File: src/ik_pkg.sv
// fixed point is signed Q4.12 throughout, the gain matrix G arrives precomputed
// schedule numbers assume one product per cycle on a single shared MAC
package ik_pkg;

	// joints and matrix size
	localparam int N_JOINTS = 3;
	localparam int IDX_W = 2; // row and column address width

	// data path widths
	localparam int DATA_W = 16;
	localparam int PROD_W = 32;
	localparam int ACC_W = 34; // headroom for three products
	localparam int FRAC_W = 12;

	// step schedule
	localparam int STEP_W = 4;
	localparam int STEP_LAST = 12;
	localparam int STEP_ERR = 0; // error vector capture
	localparam int STEP_ISSUE_FIRST = 1; // row r column c at 1+3r+c
	localparam int STEP_UPDATE = 11; // joints take joint_in + delta

	// row r delta is captured at 4+3r, one row length after its first issue

endpackage

File: src/ik_mac_if.sv
// shared MAC bus, no handshake, the unit takes one operand pair per cycle
// mac_acc is the running sum including the product that lands this cycle
interface ik_mac_if;

	logic mac_issue; // operands valid this cycle
	logic mac_clear; // start a new sum with this product
	logic signed [ik_pkg::DATA_W-1:0] mac_a;
	logic signed [ik_pkg::DATA_W-1:0] mac_b;
	logic signed [ik_pkg::ACC_W-1:0] mac_acc;

	// step decoder side
	modport issuer (
		output mac_issue,
		output mac_clear,
		output mac_a,
		output mac_b,
		input mac_acc
	);

	// multiply accumulate unit
	modport unit (
		input mac_issue,
		input mac_clear,
		input mac_a,
		input mac_b,
		output mac_acc
	);

endinterface

File: src/ik_gain_store.sv
// G is written by software between runs, index 3 on either axis is dropped
// reads outside the matrix return zero
module ik_gain_store (
	input logic i,
	input logic i_rst_n,
	input logic i_run,
	input logic i_wr_en,
	input logic [ik_pkg::IDX_W-1:0] i_wr_row,
	input logic [ik_pkg::IDX_W-1:0] i_wr_col,
	input logic signed [ik_pkg::DATA_W-1:0] i_wr_data,
	input logic [ik_pkg::IDX_W-1:0] i_rd_row,
	input logic [ik_pkg::IDX_W-1:0] i_rd_col,
	output logic signed [ik_pkg::DATA_W-1:0] o_gain
);

	logic signed [ik_pkg::DATA_W-1:0] gain_q [ik_pkg::N_JOINTS][ik_pkg::N_JOINTS];
	logic wr_ok;

	assign wr_ok = i_wr_en && (i_wr_row < ik_pkg::N_JOINTS) && (i_wr_col < ik_pkg::N_JOINTS);

	always_ff @(posedge i or negedge i_rst_n) begin
		if (!i_rst_n) begin
			gain_q <= '{default: '0};
		end else if (wr_ok) begin
			gain_q[i_wr_row][i_wr_col] <= i_wr_data;
		end
	end

	always_comb begin
		o_gain = '0;
		if ((i_rd_row < ik_pkg::N_JOINTS) && (i_rd_col < ik_pkg::N_JOINTS)) begin
			o_gain = gain_q[i_rd_row][i_rd_col];
		end
	end

	// software should only touch the matrix between steps
	a_no_bad_wr_in_run: assert property (@(posedge i) disable iff (!i_rst_n)
		(i_run && i_wr_en) |-> (i_wr_row < ik_pkg::N_JOINTS && i_wr_col < ik_pkg::N_JOINTS));

endmodule

File: src/ik_joint_update.sv
// step decoder for one DLS iteration, delta = G*e with e = target - pos
// i_joint is sampled at STEP_UPDATE, the sum wraps modulo 2^16
module ik_joint_update (
	input logic i,
	input logic i_rst_n,
	input logic i_run,
	input logic [ik_pkg::STEP_W-1:0] i_step,
	input logic signed [ik_pkg::DATA_W-1:0] i_target [ik_pkg::N_JOINTS],
	input logic signed [ik_pkg::DATA_W-1:0] i_pos [ik_pkg::N_JOINTS],
	input logic signed [ik_pkg::DATA_W-1:0] i_joint [ik_pkg::N_JOINTS],
	input logic signed [ik_pkg::DATA_W-1:0] i_gain,
	output logic [ik_pkg::IDX_W-1:0] o_rd_row,
	output logic [ik_pkg::IDX_W-1:0] o_rd_col,
	output logic signed [ik_pkg::DATA_W-1:0] o_joint [ik_pkg::N_JOINTS],
	ik_mac_if.issuer m
);

	logic signed [ik_pkg::DATA_W-1:0] err_q [ik_pkg::N_JOINTS];
	logic signed [ik_pkg::DATA_W-1:0] delta_q [ik_pkg::N_JOINTS];
	logic issue_on;
	logic [ik_pkg::IDX_W-1:0] row;
	logic [ik_pkg::IDX_W-1:0] col;

	// steps 1..9 map to (row, col) in row major order
	always_comb begin
		issue_on = 1'b0;
		row = '0;
		col = '0;
		for (int r = 0; r < ik_pkg::N_JOINTS; r++) begin
			for (int c = 0; c < ik_pkg::N_JOINTS; c++) begin
				if (i_step == ik_pkg::STEP_ISSUE_FIRST + ik_pkg::N_JOINTS * r + c) begin
					issue_on = 1'b1;
					row = ik_pkg::IDX_W'(r);
					col = ik_pkg::IDX_W'(c);
				end
			end
		end
	end

	assign o_rd_row = row;
	assign o_rd_col = col;

	assign m.mac_issue = i_run && issue_on;
	assign m.mac_clear = i_run && issue_on && (col == '0); // first column opens the row sum
	assign m.mac_a = i_gain;
	assign m.mac_b = err_q[col];

	always_ff @(posedge i) begin
		if (i_run) begin
			if (i_step == ik_pkg::STEP_W'(ik_pkg::STEP_ERR)) begin
				for (int j = 0; j < ik_pkg::N_JOINTS; j++) begin
					err_q[j] <= i_target[j] - i_pos[j];
				end
			end
			// row r sum is complete at 4+3r
			for (int r = 0; r < ik_pkg::N_JOINTS; r++) begin
				if (i_step == ik_pkg::STEP_ISSUE_FIRST + ik_pkg::N_JOINTS * (r + 1)) begin
					delta_q[r] <= m.mac_acc[ik_pkg::FRAC_W +: ik_pkg::DATA_W]; // >>> 12, truncate
				end
			end
		end
	end

	always_ff @(posedge i or negedge i_rst_n) begin
		if (!i_rst_n) begin
			o_joint <= '{default: '0};
		end else if (i_run && i_step == ik_pkg::STEP_W'(ik_pkg::STEP_UPDATE)) begin
			for (int j = 0; j < ik_pkg::N_JOINTS; j++) begin
				o_joint[j] <= i_joint[j] + delta_q[j];
			end
		end
	end

endmodule

File: src/ik_mac.sv
// product registered on the issue edge, summed on the next edge
// mac_acc shows the sum that the second edge after issue stores
module ik_mac (
	input logic i,
	input logic i_rst_n,
	ik_mac_if.unit m
);

	logic signed [ik_pkg::PROD_W-1:0] prod_q;
	logic signed [ik_pkg::ACC_W-1:0] prod_ext;
	logic signed [ik_pkg::ACC_W-1:0] acc_q;
	logic issue_q;
	logic clear_q;

	// issue and clear ride along with the product
	always_ff @(posedge i or negedge i_rst_n) begin
		if (!i_rst_n) begin
			issue_q <= 1'b0;
			clear_q <= 1'b0;
		end else begin
			issue_q <= m.mac_issue;
			clear_q <= m.mac_issue && m.mac_clear;
		end
	end

	always_ff @(posedge i) begin
		if (m.mac_issue) begin
			prod_q <= m.mac_a * m.mac_b; // full 32 bit signed product
		end
	end

	assign prod_ext = prod_q; // sign extend to accumulator width

	always_comb begin
		m.mac_acc = acc_q;
		if (issue_q) begin
			if (clear_q) begin
				m.mac_acc = prod_ext;
			end else begin
				m.mac_acc = acc_q + prod_ext;
			end
		end
	end

	always_ff @(posedge i or negedge i_rst_n) begin
		if (!i_rst_n) begin
			acc_q <= '0;
		end else if (issue_q) begin
			acc_q <= m.mac_acc;
		end
	end

	// issuer must never restart a sum with no operands
	a_clear_needs_issue: assert property (@(posedge i) disable iff (!i_rst_n)
		m.mac_clear |-> m.mac_issue);

endmodule

File: src/ik_step_ctrl.sv
// run enable follows i_en combinationally so step 0 lands on the first edge with i_en high
// dropping i_en mid run aborts without touching the joints
module ik_step_ctrl (
	input logic i,
	input logic i_rst_n,
	input logic i_en,
	input logic i_step_last,
	output logic o_run,
	output logic o_done
);

	typedef enum logic [1:0] {
		ST_IDLE,
		ST_RUN,
		ST_DONE
	} state_t;

	state_t state;
	state_t state_nxt;

	always_comb begin
		state_nxt = state;
		case (state)
			ST_IDLE: if (i_en) state_nxt = ST_RUN;
			ST_RUN: begin
				if (!i_en) begin
					state_nxt = ST_IDLE; // abort
				end else if (i_step_last) begin
					state_nxt = ST_DONE;
				end
			end
			ST_DONE: if (!i_en) state_nxt = ST_IDLE;
			default: state_nxt = ST_IDLE;
		endcase
	end

	always_ff @(posedge i or negedge i_rst_n) begin
		if (!i_rst_n) begin
			state <= ST_IDLE;
		end else begin
			state <= state_nxt;
		end
	end

	// idle with i_en high is already step 0
	assign o_run = i_en && (state != ST_DONE);
	assign o_done = (state == ST_DONE);

	a_done_follows_en: assert property (@(posedge i) disable iff (!i_rst_n)
		o_done |-> $past(i_en));
	// the timer only reaches its last step inside a run
	a_last_in_run: assert property (@(posedge i) disable iff (!i_rst_n)
		i_step_last |-> (state == ST_RUN));

endmodule

File: src/ik_step_timer.sv
// counts 0..STEP_LAST while run is high, then sits at zero
module ik_step_timer (
	input logic i,
	input logic i_rst_n,
	input logic i_run,
	output logic [ik_pkg::STEP_W-1:0] o_step,
	output logic o_step_last
);

	assign o_step_last = (o_step == ik_pkg::STEP_W'(ik_pkg::STEP_LAST));

	always_ff @(posedge i or negedge i_rst_n) begin
		if (!i_rst_n) begin
			o_step <= '0;
		end else if (!i_run || o_step_last) begin
			o_step <= '0; // idle, abort or end of schedule
		end else begin
			o_step <= o_step + 1'b1;
		end
	end

	a_step_in_range: assert property (@(posedge i) disable iff (!i_rst_n)
		o_step <= ik_pkg::STEP_W'(ik_pkg::STEP_LAST));

endmodule

File: src/ik_step_top.sv
// one damped least squares step, G written through the register port beforehand
// hold i_en high until o_done, o_joint is valid while o_done is high
module ik_step_top (
	input logic i,
	input logic i_rst_n,
	input logic i_en,
	input logic signed [ik_pkg::DATA_W-1:0] i_target [ik_pkg::N_JOINTS],
	input logic signed [ik_pkg::DATA_W-1:0] i_pos [ik_pkg::N_JOINTS],
	input logic signed [ik_pkg::DATA_W-1:0] i_joint [ik_pkg::N_JOINTS],
	input logic i_wr_en,
	input logic [ik_pkg::IDX_W-1:0] i_wr_row,
	input logic [ik_pkg::IDX_W-1:0] i_wr_col,
	input logic signed [ik_pkg::DATA_W-1:0] i_wr_data,
	output logic signed [ik_pkg::DATA_W-1:0] o_joint [ik_pkg::N_JOINTS],
	output logic o_done
);

	logic run;
	logic step_last;
	logic [ik_pkg::STEP_W-1:0] step;
	logic [ik_pkg::IDX_W-1:0] rd_row;
	logic [ik_pkg::IDX_W-1:0] rd_col;
	logic signed [ik_pkg::DATA_W-1:0] gain;

	ik_mac_if mac_bus ();

	ik_step_ctrl u_ctrl (
		.i (i),
		.i_rst_n (i_rst_n),
		.i_en (i_en),
		.i_step_last (step_last),
		.o_run (run),
		.o_done (o_done)
	);

	ik_step_timer u_timer (
		.i (i),
		.i_rst_n (i_rst_n),
		.i_run (run),
		.o_step (step),
		.o_step_last (step_last)
	);

	ik_gain_store u_gain (
		.i (i),
		.i_rst_n (i_rst_n),
		.i_run (run),
		.i_wr_en (i_wr_en),
		.i_wr_row (i_wr_row),
		.i_wr_col (i_wr_col),
		.i_wr_data (i_wr_data),
		.i_rd_row (rd_row),
		.i_rd_col (rd_col),
		.o_gain (gain)
	);

	ik_mac u_mac (
		.i (i),
		.i_rst_n (i_rst_n),
		.m (mac_bus.unit)
	);

	ik_joint_update u_update (
		.i (i),
		.i_rst_n (i_rst_n),
		.i_run (run),
		.i_step (step),
		.i_target (i_target),
		.i_pos (i_pos),
		.i_joint (i_joint),
		.i_gain (gain),
		.o_rd_row (rd_row),
		.o_rd_col (rd_col),
		.o_joint (o_joint),
		.m (mac_bus.issuer)
	);

endmodule

File: config.mk
export PLATFORM = sky130hd
export DESIGN_NAME = ik_step_top
export DESIGN_NICKNAME = d
export VERILOG_FILES = /design/src/ik_pkg.sv /design/src/ik_mac_if.sv /design/src/ik_gain_store.sv /design/src/ik_joint_update.sv /design/src/ik_mac.sv /design/src/ik_step_ctrl.sv /design/src/ik_step_timer.sv /design/src/ik_step_top.sv
export SDC_FILE = /design/constraint.sdc
export NUM_CORES = 1
export LEC_CHECK = 0
export BUFFER_PORTS_ARGS = -buffer_cell sky130_fd_sc_hd__buf_2
export CORE_ASPECT_RATIO = 1.75
export CORE_MARGIN = 4
export CORE_UTILIZATION = 50
export CTS_CLUSTER_SIZE = 30
export DETAILED_ROUTE_END_ITERATION = 8
export PLACE_DENSITY = 0.67
export SYNTH_ARGS = -nofsm -noshare
export SYNTH_HDL_FRONTEND = slang
export SYNTH_SLANG_ARGS = --single-unit
File: constraint.sdc
create_clock -name i -period 15.5 [get_ports i]
set_clock_uncertainty 0.05 [all_clocks]
set_input_delay 0.775 -clock i [delete_from_list [all_inputs] [get_ports i]]
set_output_delay 0.775 -clock i [all_outputs]
set_load 0.01 [all_outputs]
==> impl.org <==
** Run status
- Run status :: finished clean

** Placement
- Placed wire-length estimate after detailed placement :: 59.22 mm
- Timing analysis after detailed placement gives a worst setup slack of 5.853 ns.
- In this run the tool buffered the top-level ports with 216 buffer cells.
- Placer's final routability congestion estimate :: 0.9434

** Timing
- For the pin with the worst max-slew slack, the measured transition is 1.188 ns.
- Share of the clock period used by the worst path :: 62.62%
- Maximum clock rate :: 0.1030 GHz
- The final hold violation count is 0.
- Relative slew slack :: 18.78%
- The final-report max-slew violation count is 0.
- Sum of negative setup slack :: 0 ns
- Setup-violating endpoint count in the final report :: 0
- Setup repair after global routing left no endpoint under its margin.
- Time the worst path needs with I/O delays and setup :: 9.707 ns
- Post-layout worst setup margin :: 5.793 ns

** Setup path
- In this run the worst path has a maximum fanout of 31.
- Slack of the worst reg-to-reg path :: 5.79 ns
- Most used cell, CP :: sky130_fd_sc_hd__fa_1
- Worst path arrival time :: 9.96 ns
- The number of buffers and inverters on the critical path is 6.
- The worst register-to-register path ends at u_mac.prod_q[27].
- STA classifies the critical path startpoint as a flop.
- Maximum single-stage delay on the critical path :: 0.77 ns
- The worst register-to-register path has a depth of 31.
- Critical path origin :: u_timer.o_step[1]
- Slowest CP cell :: sky130_fd_sc_hd__nor3_2
- Dominant delay contributor by cell family on the critical path :: adder cells
- The startpoint identified for the worst register-to-register timing path is u_timer.o_step[1].
- The worst setup path is of the flop to flop kind.
- STA puts the critical path data required time at 15.75 ns.
- STA classifies the critical path endpoint as a flop.

** GRT
- The initial antenna violation count came to 2.
- Pin count of the biggest net entering global routing :: 104
- The global routing stage identified its most utilized layer as met2.
- After global routing the overflow that remains totals 0.
- Global routing consumed, on the met1 layer, 27.39% of the routing resources.
- First-pass GRT wire length :: 120.8 mm
- In the global route stage, met3 resource usage came out at 3.015%.
- Global routing used 24.78% of the available tracks.
- The via count of the first global-routing pass came to 23040.
- Grt met2 use :: 46.62%

** Routing
- Routed Wire Length :: 75.59 mm
- Dividing the detail-routed wire length by the instance count gives 19.61 µm.
- Routed via count divided by cell count :: 5.566
- Before antenna repair, the detailed router went through 5 iterations.
- The final route contains 21450 vias.
- For this block, the initial DRC count from the detailed router was 1095.
- In the routed design, unresolved DRC markers number 0.
- The count of nets left with antenna violations once routing finished came out at 0.

** Synthesis
- The number of nets handed over by synthesis was 3476.
- Counting flops with an async set or reset pin after synthesis yields a share of 64.77%.
- By area the synthesized netlist is led by sky130_fd_sc_hd__dfrtp_1 20%, sky130_fd_sc_hd__fa_1 17%, sky130_fd_sc_hd__edfxtp_1 13%, sky130_fd_sc_hd__ha_1 8.7%, sky130_fd_sc_hd__mux2_2 5.8%.
- Sequential elements use 33.09% of the synthesized area.
- Post-synth EDFFs :: 124
- Netlist Area Pre-Place :: 0.02849 mm²
- The largest total area in the synthesized netlist belongs to sky130_fd_sc_hd__dfrtp_1.
- #FFs+latches synth :: 352
- For this run, the number of Yosys warnings is 0.
- Number of cells produced by synthesis :: 2874
- Of the post-synthesis cell area, the dominant cell type holds 20.02%.
- The most used flip-flop cell after synthesis is sky130_fd_sc_hd__dfrtp_1.
- Per-instance average area after synthesis :: 9.914 µm²
- In this run, distinct cell masters in the synthesized netlist total 89.

** Cells and area
- Most frequent standard cell in the layout excluding fill and tap cells :: sky130_fd_sc_hd__inv_1
- Commonest cells after routing, fill and taps aside :: 397 x sky130_fd_sc_hd__inv_1, 276 x sky130_fd_sc_hd__nor2_1, 247 x sky130_fd_sc_hd__nand2_1
- Synthesis-to-layout area growth :: 11.12%
- Post-layout nets :: 3669
- Share of post-route cells with drive strength above 1 :: 16.00%

** CTS
- The cell sitting at the root of the clock tree is a sky130_fd_sc_hd__clkbuf_16.
- Latest clock arrival within the worst-skew pair :: 0.56 ns
- After clock tree synthesis, the repair step resized 0 gates.
- Total clock buffers created by CTS :: 35
- In this run the deepest clock path goes through 3 buffers.
- The clock tree synthesis step divided the H-tree into 2 levels.
- CTS Sinks :: 352
- After clock tree synthesis, the setup repair step added 0 buffers.
- After clock tree synthesis, the clock-pin slew on the worst setup and hold paths is 0.06 ns.
- Buffers inserted to repair hold after CTS numbered 0.
- TritonCTS built the clock tree.

** Hold path
- Type of the tightest min-delay check :: input pin to async pin

** Floorplan
- In this run the vertical extent of the chip is 323.8 µm.
- Standard cell core area :: 0.05626 mm²
- The floorplan step set the die width to 188.5 µm.
- In this run the count of I/O pins placed on the die edge is 217.
- After floorplanning, the core was divided into 115 placement rows.
- For this configuration, the core starts out at a cell density of 50.64%.
- The die covers 0.06102 mm².

** Run
- Maxcap violations :: 0
cell usage after synthesis (all sizes together) (7+ instances only):
library cell and n:
a2111oi 7, a211oi 13, a21boi 15, a21o 33, a21oi 119, a221o 7
a22o 9, a22oi 21, a31oi 13, and2 22, and3 27, buf 28
clkbuf 66, dfrtp 228, edfxtp 124, fa 236, ha 198, inv 397
mux2 148, mux2i 24, nand2 247, nand2b 32, nand3 42, nand3b 10
nor2 280, nor2b 20, nor3 41, nor4 11, o2111ai 13, o211ai 15
o21a 20, o21ai 132, o21bai 10, o22ai 24, o311ai 7, o31ai 12
or2 13, or3 31, xnor2 86, xor2 29
routing by layer:
layer,part of all wire (%),vias up
met2,52,637
li1,-,10080
met5,0.028,-
met1,37,10550
met3,4.7,181
met4,5.8,4
worst register-to-register path: cells and delay by family (launching register included):
family / cells / cell delay (ns)
compound gates: 6 / 1.87
xor+xnor: 1 / 0.08
fa+ha+maj: 8 / 3.43
buf+inv: 6 / 0.71
flops: 1 / 0.40
simple gates: 10 / 2.92
cells by family (layout without fill, tap and decap cells):
group	count (synthesis)	after routing	share of synthesized area, %
simple gates	800	800	12.93
buf+inv	491	710	6.627
flops	352	352	33.09
xor+xnor	116	116	3.640
mux	172	172	6.692
fa+ha+maj	434	434	25.28
compound gates	509	509	11.74
other cells	0	1	0
stage by stage:
stage	utilization, %	hold WS [ns]	std cells	instance area [µm²]
4_1_cts	56.27	0.2278	3853	31660
6_report	56.27	0.1949	3854	31660
5_1_grt	56.27	0.2539	3853	31660
3_5_place_dp	54.07	0.4064	3790	30420
3_3_place_gp	54.07	0.4044	3790	30420
2_1_floorplan	-	0.4206	2874	28490
state kept, by name (all words and copies together), names as in the netlist:
signal            count
u_update.err_q       48
u_mac.prod_q         28
u_ctrl.state          2
u_gain.gain_q       144
u_update.delta_q     48
u_mac.acc_q          28
u_mac.clear_q         1
u_mac.issue_q         1
u_timer.o_step        4
u_update.o_joint     48
layout make-up:
| class | count | area (µm²) |
|---|---|---|
| antenna | 1 | 2.502 |
| clock buffer | 49 | 1032 |
| clock inverter | 14 | 205.2 |
| fill | 4940 | 24600 |
| inverter | 397 | 1490 |
| multi-input combinational | 2031 | 17200 |
| sequential | 352 | 9429 |
| tap | 760 | 950.9 |
| timing repair buffer | 250 | 1346 |
how the worst max path moves through the flow:
stage | depth (start not counted) | slack [ns] | endpoint
floorplan | 32 | 7.51 | u_mac.prod_q[24]
global placement | 31 | 6.11 | u_mac.prod_q[27]
detailed placement | 31 | 5.85 | u_mac.prod_q[27]
CTS | 31 | 5.83 | u_mac.prod_q[27]
global route | 31 | 5.25 | u_mac.prod_q[27]
finish | 31 | 5.79 | u_mac.prod_q[27]
Power is not shown: default switching activity piles up to over one toggle a cycle in this logic, so the estimate is an artifact.
